**config.mk**
```make
export PLATFORM = sky130hd
export DESIGN_NAME = game_top
export DESIGN_NICKNAME = d
export VERILOG_FILES = /design/src/common/game_pkg.sv /design/src/design/frame_input.sv /design/src/game_controller/level_fsm.sv /design/src/game_controller/game_controller.sv /design/src/design/game_timer.sv /design/src/design/game_top.sv
export SDC_FILE = /design/constraint.sdc
export NUM_CORES = 1
export LEC_CHECK = 0
export ABC_AREA = 1
export BUFFER_PORTS_ARGS = -buffer_cell sky130_fd_sc_hd__buf_4
export CORE_MARGIN = 2
export CORE_UTILIZATION = 59
export CTS_BUF_LIST = sky130_fd_sc_hd__clkbuf_16
export DETAILED_ROUTE_END_ITERATION = 16
export PLACE_DENSITY = 0.77
export SLEW_MARGIN = 20
export SYNTH_ARGS = -nofsm -noshare
export SYNTH_HDL_FRONTEND = slang
export SYNTH_SLANG_ARGS = --single-unit
```
**constraint.sdc**
```tcl
create_clock -name clk -period 6.4 [get_ports clk]
set_clock_uncertainty 0.2 [all_clocks]
set_input_delay 0.96 -clock clk [delete_from_list [all_inputs] [get_ports clk]]
set_output_delay 0.96 -clock clk [all_outputs]
set_load 0.05 [all_outputs]
```
**src/common/game_pkg.sv**
```systemverilog
package game_pkg;

	localparam int LEVEL_MAX   = 3; // last level, no advance beyond it
	localparam int START_LIVES = 3; // lives at reset

	// level table
	localparam int TREES_BASE      = 2; // trees released on level 0
	localparam int TWO_BIRDS_LEVEL = 2; // first level with a bird pair

	typedef logic [$clog2(LEVEL_MAX + 1) - 1:0] level_t;

	// four bcd digits, [3] is the thousands digit
	typedef logic [3:0][3:0] bcd_time_t;

	localparam bcd_time_t TIME_START = 16'h0099; // seconds loaded after reset
	localparam bcd_time_t TIME_MAX   = 16'h9999; // saturation value

	// registered inputs, one word per clock
	typedef struct packed {
		logic frame;    // one cycle per video frame
		logic shoot;
		logic god_mode;
		logic hit;      // at most one per frame
	} frame_in_t;

	// level table entry
	typedef struct packed {
		logic [1:0] tree_speed;
		logic [1:0] bird_speed;
		logic [2:0] trees_to_add;
		logic       two_birds;
	} level_cfg_t;

	typedef struct packed {
		logic       red;    // invincibility window open
		logic       active; // low after game over
		logic [1:0] life;
	} player_t;

endpackage

```
**src/design/frame_input.sv**
```systemverilog
`timescale 1ns/100ps

module frame_input import game_pkg::*; (
	input  logic      clk,
	input  logic      resetN,
	input  logic      startOfFrame, // one cycle at each frame start
	input  logic      shoot,
	input  logic      god_mode,
	input  logic      collision,    // level, high while overlapping
	output frame_in_t frame_o
);

	logic hit_pending; // collision seen since the last frame

	always_ff @(posedge clk or negedge resetN) begin
		if (!resetN) begin
			frame_o     <= '0;
			hit_pending <= 1'b0;
		end else begin
			frame_o.frame    <= startOfFrame;
			frame_o.shoot    <= shoot;
			frame_o.god_mode <= god_mode;
			// a collision on the strobe cycle itself still counts for this frame
			frame_o.hit      <= startOfFrame && (hit_pending || collision);

			if (startOfFrame) begin
				hit_pending <= 1'b0; // new frame, start collecting again
			end else if (collision) begin
				hit_pending <= 1'b1;
			end
		end
	end

endmodule

```
**src/game_controller/level_fsm.sv**
```systemverilog
`timescale 1ns/100ps

module level_fsm import game_pkg::*; (
	input  logic       clk,
	input  logic       resetN,
	input  logic       level_up, // one cycle per finished level
	output level_cfg_t cfg
);

	level_t level;

	always_ff @(posedge clk or negedge resetN) begin
		if (!resetN) begin
			level <= '0;
		end else if (level_up && (level != level_t'(LEVEL_MAX))) begin
			level <= level + 1'b1; // holds at the last level
		end
	end

	// table lookup, follows the level register directly
	always_comb begin
		cfg.tree_speed   = level;
		cfg.bird_speed   = level;
		cfg.trees_to_add = 3'(TREES_BASE) + 3'(level);
		cfg.two_birds    = (level >= level_t'(TWO_BIRDS_LEVEL));
	end

endmodule

```
**src/game_controller/game_controller.sv**
```systemverilog
`timescale 1ns/100ps

module game_controller import game_pkg::*; #(
	parameter int MAX_SHOTS       = 8,
	parameter int MAX_TREES       = 8,
	parameter int COOLDOWN_FRAMES = 10,
	parameter int RED_FRAMES      = 64,
	parameter int TREE_WAIT       = 60
) (
	input  logic                 clk,
	input  logic                 resetN,
	input  frame_in_t            frame_i,
	input  logic [1:0]           bird_alive, // live flags from the drawing side
	output logic [MAX_SHOTS-1:0] deploy_shot,
	output logic [MAX_TREES-1:0] deploy_tree,
	output logic [1:0]           deploy_bird,
	output player_t              player,
	output logic [1:0]           tree_speed,
	output logic [1:0]           bird_speed,
	output logic                 add_time,
	output bcd_time_t            time_to_add
);

	localparam int SW           = $clog2(MAX_SHOTS);
	localparam int TW_IDX       = $clog2(MAX_TREES);
	localparam int CW           = $clog2(COOLDOWN_FRAMES + 1);
	localparam int RW           = $clog2(RED_FRAMES + 1);
	localparam int TW           = $clog2(TREE_WAIT + 1);
	localparam int PAUSE_FRAMES = 4; // gap between level end and next level

	level_cfg_t        cfg;
	logic              level_up;
	logic [SW-1:0]     shot_idx;
	logic [CW-1:0]     cooldown;
	logic [TW_IDX-1:0] tree_idx;
	logic [2:0]        trees_left;
	logic [TW-1:0]     tree_timer;
	logic              start_level;
	logic              level_armed; // birds seen alive on this level
	logic [2:0]        pause_cnt;
	logic [1:0]        life;
	logic              active;
	logic [RW-1:0]     red_cnt;
	logic              init_done;

	level_fsm level_fsm_i (
		.clk      (clk),
		.resetN   (resetN),
		.level_up (level_up),
		.cfg      (cfg)
	);

	always_ff @(posedge clk or negedge resetN) begin
		if (!resetN) begin
			deploy_shot <= '0;
			deploy_tree <= '0;
			deploy_bird <= '0;
			shot_idx    <= '0;
			cooldown    <= '0;
			tree_idx    <= '0;
			trees_left  <= '0;
			tree_timer  <= '0;
			start_level <= 1'b1; // level 0 starts on the first frame
			level_armed <= 1'b0;
			pause_cnt   <= '0;
			level_up    <= 1'b0;
			life        <= 2'(START_LIVES);
			active      <= 1'b1;
			red_cnt     <= '0;
			init_done   <= 1'b0;
			add_time    <= 1'b0;
			time_to_add <= '0;
		end else begin
			deploy_shot <= '0;
			deploy_tree <= '0;
			deploy_bird <= '0;
			level_up    <= 1'b0;
			add_time    <= !init_done; // single load right after reset
			time_to_add <= init_done ? bcd_time_t'('0) : TIME_START;
			init_done   <= 1'b1;

			if (frame_i.frame) begin
				if (frame_i.shoot && (cooldown == '0)) begin
					deploy_shot[shot_idx] <= 1'b1;
					shot_idx <= (shot_idx == SW'(MAX_SHOTS - 1)) ? '0 : shot_idx + 1'b1;
					cooldown <= CW'(COOLDOWN_FRAMES);
				end else if (cooldown != '0) begin
					cooldown <= cooldown - 1'b1;
				end

				if (start_level) begin
					deploy_bird <= cfg.two_birds ? 2'b11 : 2'b01;
					trees_left  <= cfg.trees_to_add;
					tree_timer  <= TW'(TREE_WAIT - 1); // first tree after a full wait
					start_level <= 1'b0;
				end else if (trees_left != '0) begin
					if (tree_timer == '0) begin
						deploy_tree[tree_idx] <= 1'b1;
						tree_idx <= (tree_idx == TW_IDX'(MAX_TREES - 1)) ? '0 : tree_idx + 1'b1;
						trees_left <= trees_left - 1'b1;
						tree_timer <= TW'(TREE_WAIT - 1);
					end else begin
						tree_timer <= tree_timer - 1'b1;
					end
				end

				if (pause_cnt != '0) begin
					pause_cnt <= pause_cnt - 1'b1;
					if (pause_cnt == 3'd1) begin
						start_level <= 1'b1; // cfg already shows the new level
					end
				end else if (level_armed && (bird_alive == 2'b00)) begin
					level_up    <= 1'b1;
					level_armed <= 1'b0;
					pause_cnt   <= 3'(PAUSE_FRAMES);
				end else if (!start_level && (bird_alive != 2'b00)) begin
					level_armed <= 1'b1;
				end

				if (red_cnt != '0) begin
					red_cnt <= red_cnt - 1'b1;
				end
				if (frame_i.hit && (red_cnt == '0) && !frame_i.god_mode && active) begin
					life <= life - 1'b1;
					if (life > 2'd1) begin
						red_cnt <= RW'(RED_FRAMES);
					end else begin
						active <= 1'b0; // last life gone
					end
				end
			end
		end
	end

	assign player     = '{red: (red_cnt != '0), active: active, life: life};
	assign tree_speed = cfg.tree_speed;
	assign bird_speed = cfg.bird_speed;

endmodule

```
**src/design/game_timer.sv**
```systemverilog
`timescale 1ns/100ps

module game_timer import game_pkg::*; #(
	parameter int FRAMES_PER_SEC = 30
) (
	input  logic      clk,
	input  logic      resetN,
	input  frame_in_t frame_i,
	input  logic      active,      // countdown runs only while playing
	input  logic      add_time,
	input  bcd_time_t time_to_add,
	output bcd_time_t time_left,
	output logic      time_up
);

	localparam int FW = $clog2(FRAMES_PER_SEC + 1);

	logic [FW-1:0] frame_cnt;
	logic          sec_tick;
	logic          armed; // time has been loaded at least once
	bcd_time_t     time_q;

	// digit-wise add, carry out of the top digit saturates
	function automatic bcd_time_t bcd_add(input bcd_time_t a, input bcd_time_t b);
		bcd_time_t  sum;
		logic [4:0] digit;
		logic       carry;
		carry = 1'b0;
		for (int i = 0; i < 4; i++) begin
			digit = {1'b0, a[i]} + {1'b0, b[i]} + {4'b0, carry};
			if (digit > 5'd9) begin
				sum[i] = 4'(digit - 5'd10);
				carry  = 1'b1;
			end else begin
				sum[i] = digit[3:0];
				carry  = 1'b0;
			end
		end
		return carry ? TIME_MAX : sum;
	endfunction

	// minus one second, a zero digit wraps to 9 and borrows
	function automatic bcd_time_t bcd_dec(input bcd_time_t t);
		bcd_time_t res;
		logic      borrow;
		res    = t;
		borrow = 1'b1;
		for (int i = 0; i < 4; i++) begin
			if (borrow) begin
				if (t[i] == 4'd0) begin
					res[i] = 4'd9;
				end else begin
					res[i] = t[i] - 4'd1;
					borrow = 1'b0;
				end
			end
		end
		return res;
	endfunction

	assign sec_tick = frame_i.frame && (frame_cnt == FW'(FRAMES_PER_SEC - 1));

	always_ff @(posedge clk or negedge resetN) begin
		if (!resetN) begin
			time_q    <= '0;
			frame_cnt <= '0;
			armed     <= 1'b0;
		end else begin
			if (frame_i.frame) begin
				frame_cnt <= sec_tick ? '0 : frame_cnt + 1'b1;
			end
			if (time_q != '0) begin
				armed <= 1'b1;
			end
			if (add_time) begin
				time_q <= bcd_add(time_q, time_to_add); // load wins over the tick
			end else if (sec_tick && active && (time_q != '0)) begin
				time_q <= bcd_dec(time_q);
			end
		end
	end

	assign time_left = time_q;
	assign time_up   = armed && (time_q == '0); // quiet until the first load

endmodule

```
**src/design/game_top.sv**
```systemverilog
`timescale 1ns/100ps

module game_top import game_pkg::*; #(
	parameter int MAX_SHOTS       = 8,
	parameter int MAX_TREES       = 8,
	parameter int COOLDOWN_FRAMES = 10,
	parameter int RED_FRAMES      = 64,
	parameter int TREE_WAIT       = 60,
	parameter int FRAMES_PER_SEC  = 30
) (
	input  logic                 clk,
	input  logic                 resetN,
	input  logic                 startOfFrame,
	input  logic                 shoot,
	input  logic                 god_mode,
	input  logic                 collision,
	input  logic [1:0]           bird_alive,
	output logic [MAX_SHOTS-1:0] deploy_shot,
	output logic [MAX_TREES-1:0] deploy_tree,
	output logic [1:0]           deploy_bird,
	output player_t              player,
	output logic [1:0]           tree_speed,
	output logic [1:0]           bird_speed,
	output bcd_time_t            time_left,
	output logic                 time_up
);

	frame_in_t frame_in;
	logic      add_time;
	bcd_time_t time_to_add;

	frame_input frame_input_i (
		.clk          (clk),
		.resetN       (resetN),
		.startOfFrame (startOfFrame),
		.shoot        (shoot),
		.god_mode     (god_mode),
		.collision    (collision),
		.frame_o      (frame_in)
	);

	game_controller #(
		.MAX_SHOTS       (MAX_SHOTS),
		.MAX_TREES       (MAX_TREES),
		.COOLDOWN_FRAMES (COOLDOWN_FRAMES),
		.RED_FRAMES      (RED_FRAMES),
		.TREE_WAIT       (TREE_WAIT)
	) game_controller_i (
		.clk         (clk),
		.resetN      (resetN),
		.frame_i     (frame_in),
		.bird_alive  (bird_alive),
		.deploy_shot (deploy_shot),
		.deploy_tree (deploy_tree),
		.deploy_bird (deploy_bird),
		.player      (player),
		.tree_speed  (tree_speed),
		.bird_speed  (bird_speed),
		.add_time    (add_time),
		.time_to_add (time_to_add)
	);

	game_timer #(
		.FRAMES_PER_SEC (FRAMES_PER_SEC)
	) game_timer_i (
		.clk         (clk),
		.resetN      (resetN),
		.frame_i     (frame_in),
		.active      (player.active),
		.add_time    (add_time),
		.time_to_add (time_to_add),
		.time_left   (time_left),
		.time_up     (time_up)
	);

endmodule

```
* Word level (Yosys, flattened, before mapping)
Index checks and enable logic that the tools add are counted.
Word-level totals: bits in latches 0, memory bits (read-only) 0, bits in writable memories 0, output and inout port bits 43, bits in registers 100, logic and storage cells 204, memories 0, input port bits 8
Cells by class: add/sub/neg operators 26, shift operators 0, $lt $le $gt $ge 10, div/mod/pow operators 0, bitwise logic cells 3, equal/unequal tests 5, reductions and logical operators 55, multipliers 0, muxes and demuxes 72
Operator list (count):
- two-way mux 8 bit | 7
- two-way mux 4 bit | 13
- two-way mux 16 bit | 3
- two-way mux 1 bit | 30
- nonzero test 2 bit | 11
- two-way mux 3 bit | 7
- two-way mux 7 bit | 3
- adder 4 x 4 -> 5 bit | 4
- > comparator 5 x 4 -> 1 bit (second input constant) | 4
- zero test 4 bit | 5
- subtractor 4 x 1 -> 4 bit (second input constant) | 5
- two-way mux 6 bit | 3
- zero test 16 bit | 1
- AND reduction 2 bit | 8
- nonzero test 16 bit | 1
- subtractor 4 bit (second input constant) | 4
- adder 5 x 1 -> 5 bit | 3
- logical AND 1 bit | 14
- AND reduction 3 bit | 3
- less-than comparator 3 x 4 -> 1 bit (second input constant) | 2
- zero test 7 bit | 1
- nonzero test 7 bit | 1
- subtractor 7 x 1 -> 7 bit (second input constant) | 1
- adder 3 x 1 -> 3 bit (second input constant) | 2
- 24 further kinds | 35

* Depth between registers and ports, before layout
word-level depth 18, depth in mapped cells 34, depth with buffers taken out 33

* Modules after synthesis
From an unflattened synthesis, not the netlist that was laid out.
Unflattened totals: cell total of the unflattened synthesis 649, area total of the unflattened synthesis 5231.3 µm²
By module, submodules not included:
- game_controller | cells each 315, times used 1, area an instance 2801.4 µm², sequential area each 1381.3 µm²
- game_timer | cells each 305, times used 1, area an instance 2134.5 µm², sequential area each 550.5 µm²
- level_fsm | cells each 20, times used 1, area an instance 155.1 µm², sequential area each 50.0 µm²
- frame_input | cells each 9, times used 1, area an instance 140.1 µm², sequential area each 125.1 µm²

* Worst setup path before layout
Ideal clock, no wire load.
path kind reg-to-reg, start point register game_timer_i.time_q (netlist bit game_timer_i.time_left[0]), end point register game_timer_i.time_q (netlist bit game_timer_i.time_left[11]), slack 1424 ps, library setup time 118 ps, arrival time 4658 ps, buffers on the path 1, stages on the path, launching flop included 32, period minus slack after synthesis 4976 ps, data required time 6082 ps, cell sequence dfrtp_1 > ha_1 > ha_1 > xnor2_2 > nand2_1 > nand2_1 > nand2_1 > inv_1 > fa_1 > inv_1 > ha_1 > inv_1 > nand3_1 > nand3_1 > nand2_1 > ha_1 > ha_1 > inv_1 > nand3_1 > nand2_1 > nand2_1 > ha_1 > ha_1 > nand3_1 > nand2_1 > inv_1 > nand3_2 > nand2_1 > buf_4 > nand2_1 > a21oi_1 > nor2_1
On the way: word-level cells in the longest chain between the ends 18, elaborated cells between the ends (all ways) 32, those cells by class add/sub: 5; order compare: 4; mux: 17; reduce/logical: 6
RTL lines:
- from (decl) | RTL line game_timer.sv:21 | bcd_time_t time_q;
- from (signal assigned) | RTL line game_timer.sv:76 | time_q <= bcd_add(time_q, time_to_add);
- from (signal assigned) | RTL line game_timer.sv:78 | time_q <= bcd_dec(time_q);
- adder 4 x 4 -> 5 bit | RTL line game_timer.sv:30 | digit = {1'b0, a[i]} + {1'b0, b[i]} + {4'b0, carry};
- > comparator 5 x 4 -> 1 bit | RTL line game_timer.sv:31 | if (digit > 5'd9) begin
- two-way mux 1 bit | RTL line game_timer.sv:31
- two-way mux 1 bit | RTL line game_timer.sv:75 | if (add_time) begin
- adder 5 x 1 -> 5 bit | RTL line game_timer.sv:30
- > comparator 5 x 4 -> 1 bit | RTL line game_timer.sv:31
- two-way mux 1 bit | RTL line game_timer.sv:31
- two-way mux 1 bit | RTL line game_timer.sv:75
- (+2 left out)
- two-way mux 1 bit | RTL line game_timer.sv:31
- two-way mux 1 bit | RTL line game_timer.sv:75
- adder 5 x 1 -> 5 bit | RTL line game_timer.sv:30
- > comparator 5 x 4 -> 1 bit | RTL line game_timer.sv:31
- two-way mux 1 bit | RTL line game_timer.sv:31
- two-way mux 1 bit | RTL line game_timer.sv:75
- two-way mux 16 bit | RTL line game_timer.sv:39 | return carry ? TIME_MAX : sum;
- two-way mux 16 bit | RTL line game_timer.sv:75
Parallel ways exist; a longest one is shown, timed or not. The select of a mux whose other input is x is not followed. A chain may end at the register's enable or synchronous reset.

* Final worst setup path
start point register game_controller_i.time_to_add[0] (netlist name), end point register game_timer_i.time_q (netlist bit game_timer_i.time_left[8])
On the way: word-level cells in the longest chain between the ends 18, elaborated cells between the ends (all ways) 20, those cells by class add/sub: 5; order compare: 4; mux: 11
RTL lines:
- from (decl) | RTL line game_controller.sv:21 | output bcd_time_t time_to_add
- from (signal assigned) | RTL line game_controller.sv:79 | time_to_add <= init_done ? bcd_time_t'('0) : TIME_START;
- adder 4 x 4 -> 5 bit (*) | RTL line game_timer.sv:30
- > comparator 5 x 4 -> 1 bit (*) | RTL line game_timer.sv:31
- two-way mux 1 bit (*) | RTL line game_timer.sv:31
- two-way mux 1 bit (*) | RTL line game_timer.sv:75
- adder 5 x 1 -> 5 bit (*) | RTL line game_timer.sv:30
- > comparator 5 x 4 -> 1 bit (*) | RTL line game_timer.sv:31
- two-way mux 1 bit (*) | RTL line game_timer.sv:31
- two-way mux 1 bit (*) | RTL line game_timer.sv:75
- (+2 left out)
- two-way mux 1 bit | RTL line game_timer.sv:31
- two-way mux 1 bit | RTL line game_timer.sv:75
- adder 5 x 1 -> 5 bit | RTL line game_timer.sv:30
- > comparator 5 x 4 -> 1 bit | RTL line game_timer.sv:31
- two-way mux 1 bit | RTL line game_timer.sv:31
- two-way mux 1 bit | RTL line game_timer.sv:75
- two-way mux 16 bit (*) | RTL line game_timer.sv:39
- two-way mux 16 bit (*) | RTL line game_timer.sv:75
Every way passes the cells marked *; elsewhere a longest branch is shown, timed or not. The select of a mux whose other input is x is not followed.

==> impl_metrics.xml <==
<?xml version="1.0" encoding="UTF-8"?>
<metrics>
  <group name="power_and_ir_drop">
    <metric name="peak_vdd_ir" unit="mV">0.247</metric>
    <metric name="power_per_cell_area" unit="nW/µm²">506</metric>
    <metric name="power.static_leakage" unit="µW">0.00270</metric>
  </group>
  <group name="place">
    <metric name="detailedPlacementHpwl" unit="µm">6470</metric>
    <metric name="io_buf_count" unit="">50</metric>
    <metric name="placed_area" unit="µm²">5000</metric>
    <metric name="routability_congestion_estimate" unit="">0.908</metric>
  </group>
  <group name="route">
    <metric name="drt-total-wl" unit="µm">9390</metric>
    <metric name="post_drt_via_cell_ratio" unit="">5.31</metric>
    <metric name="routedWlPerCell" unit="µm">13.3</metric>
    <metric name="route.vias.total" unit="">3747</metric>
    <metric name="drtIter0Drc" unit="">204</metric>
    <metric name="drt_pass1_iterations" unit="">5</metric>
    <metric name="detail-route-antenna-nets" unit="">0</metric>
    <metric name="drc" unit="">0</metric>
  </group>
  <group name="timing">
    <metric name="slew_violations" unit="">0</metric>
    <metric name="report.final.hold_viol_count" unit="">0</metric>
    <metric name="fmaxAchievable" unit="MHz">180</metric>
    <metric name="period_share" unit="%">86.9</metric>
    <metric name="tns" unit="ps">0</metric>
    <metric name="rsz_0062_raised_after_global_routing" unit="">false</metric>
    <metric name="worst-slew-pin-transition" unit="ps">761</metric>
    <metric name="finalSetupViolations" unit="">0</metric>
    <metric name="finalCriticalPeriod" unit="ps">5560</metric>
    <metric name="max-slew-margin-rel" unit="%">49.3</metric>
  </group>
  <group name="synth">
    <metric name="synth_area" unit="µm²">4570</metric>
    <metric name="synth_seq_cells" unit="">84</metric>
    <metric name="postSynthCellCount" unit="">549</metric>
    <metric name="synth.top_cells.by_area" unit="">sky130_fd_sc_hd__dfrtp_1 (44%), sky130_fd_sc_hd__nand2_1 (9.5%), sky130_fd_sc_hd__ha_1 (7.4%), sky130_fd_sc_hd__inv_1 (6.0%), sky130_fd_sc_hd__nor2_1 (4.1%)</metric>
    <metric name="synthesis.nets" unit="">585</metric>
    <metric name="syn-mean-instance-area" unit="µm²">8.32</metric>
    <metric name="synth_top_cell_by_area" unit="">sky130_fd_sc_hd__dfrtp_1</metric>
    <metric name="share_of_the_synthesized_area_in_the_top_cell_type" unit="%">43.8</metric>
    <metric name="synth.yosys.seq_area_share" unit="%">46.1</metric>
    <metric name="synth_cell_type_count" unit="">42</metric>
    <metric name="ys.warnings.count" unit="">0</metric>
  </group>
  <group name="floorplan">
    <metric name="die_width" unit="µm">92.0</metric>
    <metric name="die_h" unit="µm">92.0</metric>
    <metric name="initial_core_util" unit="%">60.0</metric>
    <metric name="number_of_primary_i_o_pins" unit="">51</metric>
    <metric name="rows" unit="">32</metric>
    <metric name="core-area" unit="µm²">7610</metric>
    <metric name="fp.dieArea" unit="µm²">8460</metric>
  </group>
  <group name="clock_network">
    <metric name="cts_buffer_depth" unit="">2</metric>
    <metric name="cts_tree" unit="">done</metric>
    <metric name="cts.root.buffer_cell" unit="">sky130_fd_sc_hd__clkbuf_16</metric>
    <metric name="htree_levels" unit="">3</metric>
    <metric name="cts-hold-fix-buffers" unit="">0</metric>
    <metric name="post-cts-setup-buffers" unit="">0</metric>
    <metric name="clk-insertion-delay-late" unit="ps">340</metric>
    <metric name="cts_resized" unit="">0</metric>
    <metric name="clock-sinks" unit="">84</metric>
    <metric name="cts-buffers-inserted" unit="">9</metric>
    <metric name="clk_transition_reported_paths" unit="ps">70</metric>
  </group>
  <group name="worst_hold_path">
    <metric name="worst_hold_endpoint" unit="">game_controller_i.time_to_add[0]</metric>
    <metric name="hold_path_class" unit="">register to register</metric>
    <metric name="worst_hold_path.num_cells" unit="">1</metric>
    <metric name="min_from" unit="">game_controller_i.init_done</metric>
  </group>
  <group name="critical_path">
    <metric name="crit_path_frequent_cell" unit="">sky130_fd_sc_hd__nand2_1</metric>
    <metric name="regToRegStartpoint" unit="">game_controller_i.time_to_add[0]</metric>
    <metric name="worst_r2r_setup_slack" unit="ps">840</metric>
    <metric name="crit-reg2reg-capture" unit="">game_timer_i.time_left[8]</metric>
    <metric name="worst_path_required_time" unit="ps">6420</metric>
    <metric name="slowest_delay" unit="ps">540</metric>
    <metric name="reg2reg_depth" unit="">30</metric>
    <metric name="setup.worst_path.end_class" unit="">register</metric>
    <metric name="worstPathArrival" unit="ps">5590</metric>
    <metric name="max_fo_critical_path" unit="">13</metric>
    <metric name="critPathKind" unit="">register to register</metric>
    <metric name="worstSetupStartpointType" unit="">register</metric>
    <metric name="slowest_stage" unit="">sky130_fd_sc_hd__dfrtp_1</metric>
  </group>
  <group name="global_route">
    <metric name="grt.total_usage" unit="%">23.7</metric>
    <metric name="grt_first_pass_wirelength" unit="µm">16200</metric>
    <metric name="first_global_vias" unit="">3633</metric>
    <metric name="antenna_found_initial" unit="">0</metric>
    <metric name="gr-total-overflow" unit="">0</metric>
    <metric name="grt_start_max_net_pins" unit="">85</metric>
  </group>
  <group name="final_layout">
    <metric name="antenna_cells_inserted" unit="">0</metric>
    <metric name="area_growth_from_synthesis_to_layout" unit="%">17.0</metric>
    <metric name="drive_gt1_share" unit="%">16.6</metric>
    <metric name="final_util" unit="%">70.3</metric>
    <metric name="finish.instance_area" unit="µm²">5350</metric>
    <metric name="final_net_count" unit="">636</metric>
  </group>
  <group name="flow_run">
    <metric name="max_cap_viol_count" unit="">0</metric>
  </group>
  <group name="run_status">
    <metric name="status" unit="">completed</metric>
  </group>
</metrics>
[power by group]
part           internal (µW)  leakage (µW)  switching (µW)  total [µW]
combinational            430       0.00150             809        1240
clock                    380      0.000161             213         593
sequential               687       0.00104             186         873
[cells in the mapped netlist]
library cell	count
sky130_fd_sc_hd__nor3_1	12
sky130_fd_sc_hd__or2_0	1
sky130_fd_sc_hd__dfrtp_1	80
sky130_fd_sc_hd__nor4_1	2
sky130_fd_sc_hd__o21ai_4	1
sky130_fd_sc_hd__nor2_2	6
sky130_fd_sc_hd__xor2_1	9
sky130_fd_sc_hd__a21oi_1	25
sky130_fd_sc_hd__buf_2	5
sky130_fd_sc_hd__inv_2	7
sky130_fd_sc_hd__nand3_2	1
sky130_fd_sc_hd__a21oi_2	1
sky130_fd_sc_hd__o22ai_1	6
sky130_fd_sc_hd__a21boi_0	2
sky130_fd_sc_hd__nor2_1	50
sky130_fd_sc_hd__a31oi_1	1
sky130_fd_sc_hd__nor2_4	5
sky130_fd_sc_hd__ha_1	27
sky130_fd_sc_hd__fa_1	1
sky130_fd_sc_hd__conb_1	1
sky130_fd_sc_hd__o211ai_1	2
sky130_fd_sc_hd__nand2_2	2
sky130_fd_sc_hd__nor3b_1	1
sky130_fd_sc_hd__nand4_1	9
sky130_fd_sc_hd__o21ai_2	2
sky130_fd_sc_hd__nand2_8	1
sky130_fd_sc_hd__dfstp_2	4
sky130_fd_sc_hd__buf_6	1
sky130_fd_sc_hd__nand3_1	37
sky130_fd_sc_hd__nand2_1	116
sky130_fd_sc_hd__o21ai_0	36
sky130_fd_sc_hd__or2_2	2
sky130_fd_sc_hd__o21a_1	1
sky130_fd_sc_hd__and2_1	2
sky130_fd_sc_hd__nand2_4	3
sky130_fd_sc_hd__inv_1	73
sky130_fd_sc_hd__a211oi_1	1
sky130_fd_sc_hd__xnor2_2	1
sky130_fd_sc_hd__buf_4	4
sky130_fd_sc_hd__o21ai_1	4
sky130_fd_sc_hd__xnor2_1	3
sky130_fd_sc_hd__nand3b_1	1
[per-layer routing]
layer / wire length, µm / track usage [%] / part of all wire, %
met5: 0 / 0 / 0
met4: 112 / 7.21 / 1.2
met3: 378 / 4.27 / 4.0
met2: 4900 / 42.5 / 52
met1: 3990 / 29.3 / 43
[kinds of logic after synthesis]
| kind of cell | count (synthesis) | share of synthesized area, % |
|---|---|---|
| AO/OA/AOI/OAI | 82 | 10.0 |
| XOR/XNOR | 13 | 2.66 |
| adder cells (fa/ha/maj) | 28 | 7.84 |
| buffers and inverters | 90 | 8.03 |
| flip-flops | 84 | 46.1 |
| other | 1 | 0.0821 |
| AND/OR/NAND/NOR | 251 | 25.3 |
[worst max-delay path by stage]
stage / from / endpoint / slack (ps) / depth (start not counted)
floorplan: game_timer_i.time_left[0] / game_timer_i.time_left[11] / 1420 / 31
global placement: game_controller_i.time_to_add[0] / game_timer_i.time_left[11] / 1250 / 30
detailed placement: game_controller_i.time_to_add[0] / game_timer_i.time_left[11] / 990 / 30
CTS: game_controller_i.time_to_add[0] / game_timer_i.time_left[8] / 930 / 30
global route: game_controller_i.time_to_add[0] / game_timer_i.time_left[8] / 460 / 30
finish: game_controller_i.time_to_add[0] / game_timer_i.time_left[8] / 840 / 30
[registers in the layout (all words and copies together), names as in the netlist, 2 cells and up]
register and flops:
game_controller_i.level_fsm_i.level 2, game_controller_i.cooldown 4, game_timer_i.time_left 16, game_controller_i.deploy_tree 8, frame_input_i.frame_o 4, game_controller_i.deploy_shot 8, game_controller_i.shot_idx 3, game_controller_i.tree_timer 6
game_controller_i.life 2, game_timer_i.frame_cnt 5, game_controller_i.red_cnt 7, game_controller_i.trees_left 3, game_controller_i.pause_cnt 3, game_controller_i.tree_idx 3, game_controller_i.deploy_bird 2
[layout by cell type, fill, tap and decap left out, drive strengths merged, types with 12 or more instances in the layout]
cell and n:
buf 50, nand2 122, dfrtp 80, inv 81, ha 27, a21oi 26, nand3 38, o21ai 43
nor3 12, nor2 61
[critical path, delay by kind of cell, from the launching register on]
family,cells,cell delay (ps)
XOR/XNOR,1,160
flip-flops,1,540
AO/OA/AOI/OAI,2,230
AND/OR/NAND/NOR,14,1760
adder cells (fa/ha/maj),8,2070
buffers and inverters,5,500
[metrics by stage]
step	worst slack, ps	hold WS, ps	cells	total power (µW)
after CTS	927	190	706	2700
after global routing	457	202	706	2900
final	838	181	706	2700
after global placement	1250	172	691	2030
after floorplan	1420	170	549	1800
after detailed placement	987	189	691	2090
[layout make-up]
class                      instances  area, µm²
clock inverter                     6        113
tap                              102        128
sequential                        84       2110
clock buffer                       9        225
inverter                          80        300
timing repair buffer              50        379
fill                             633       2260
multi-input combinational        375       2090
(Power assumes the default switching activity.)
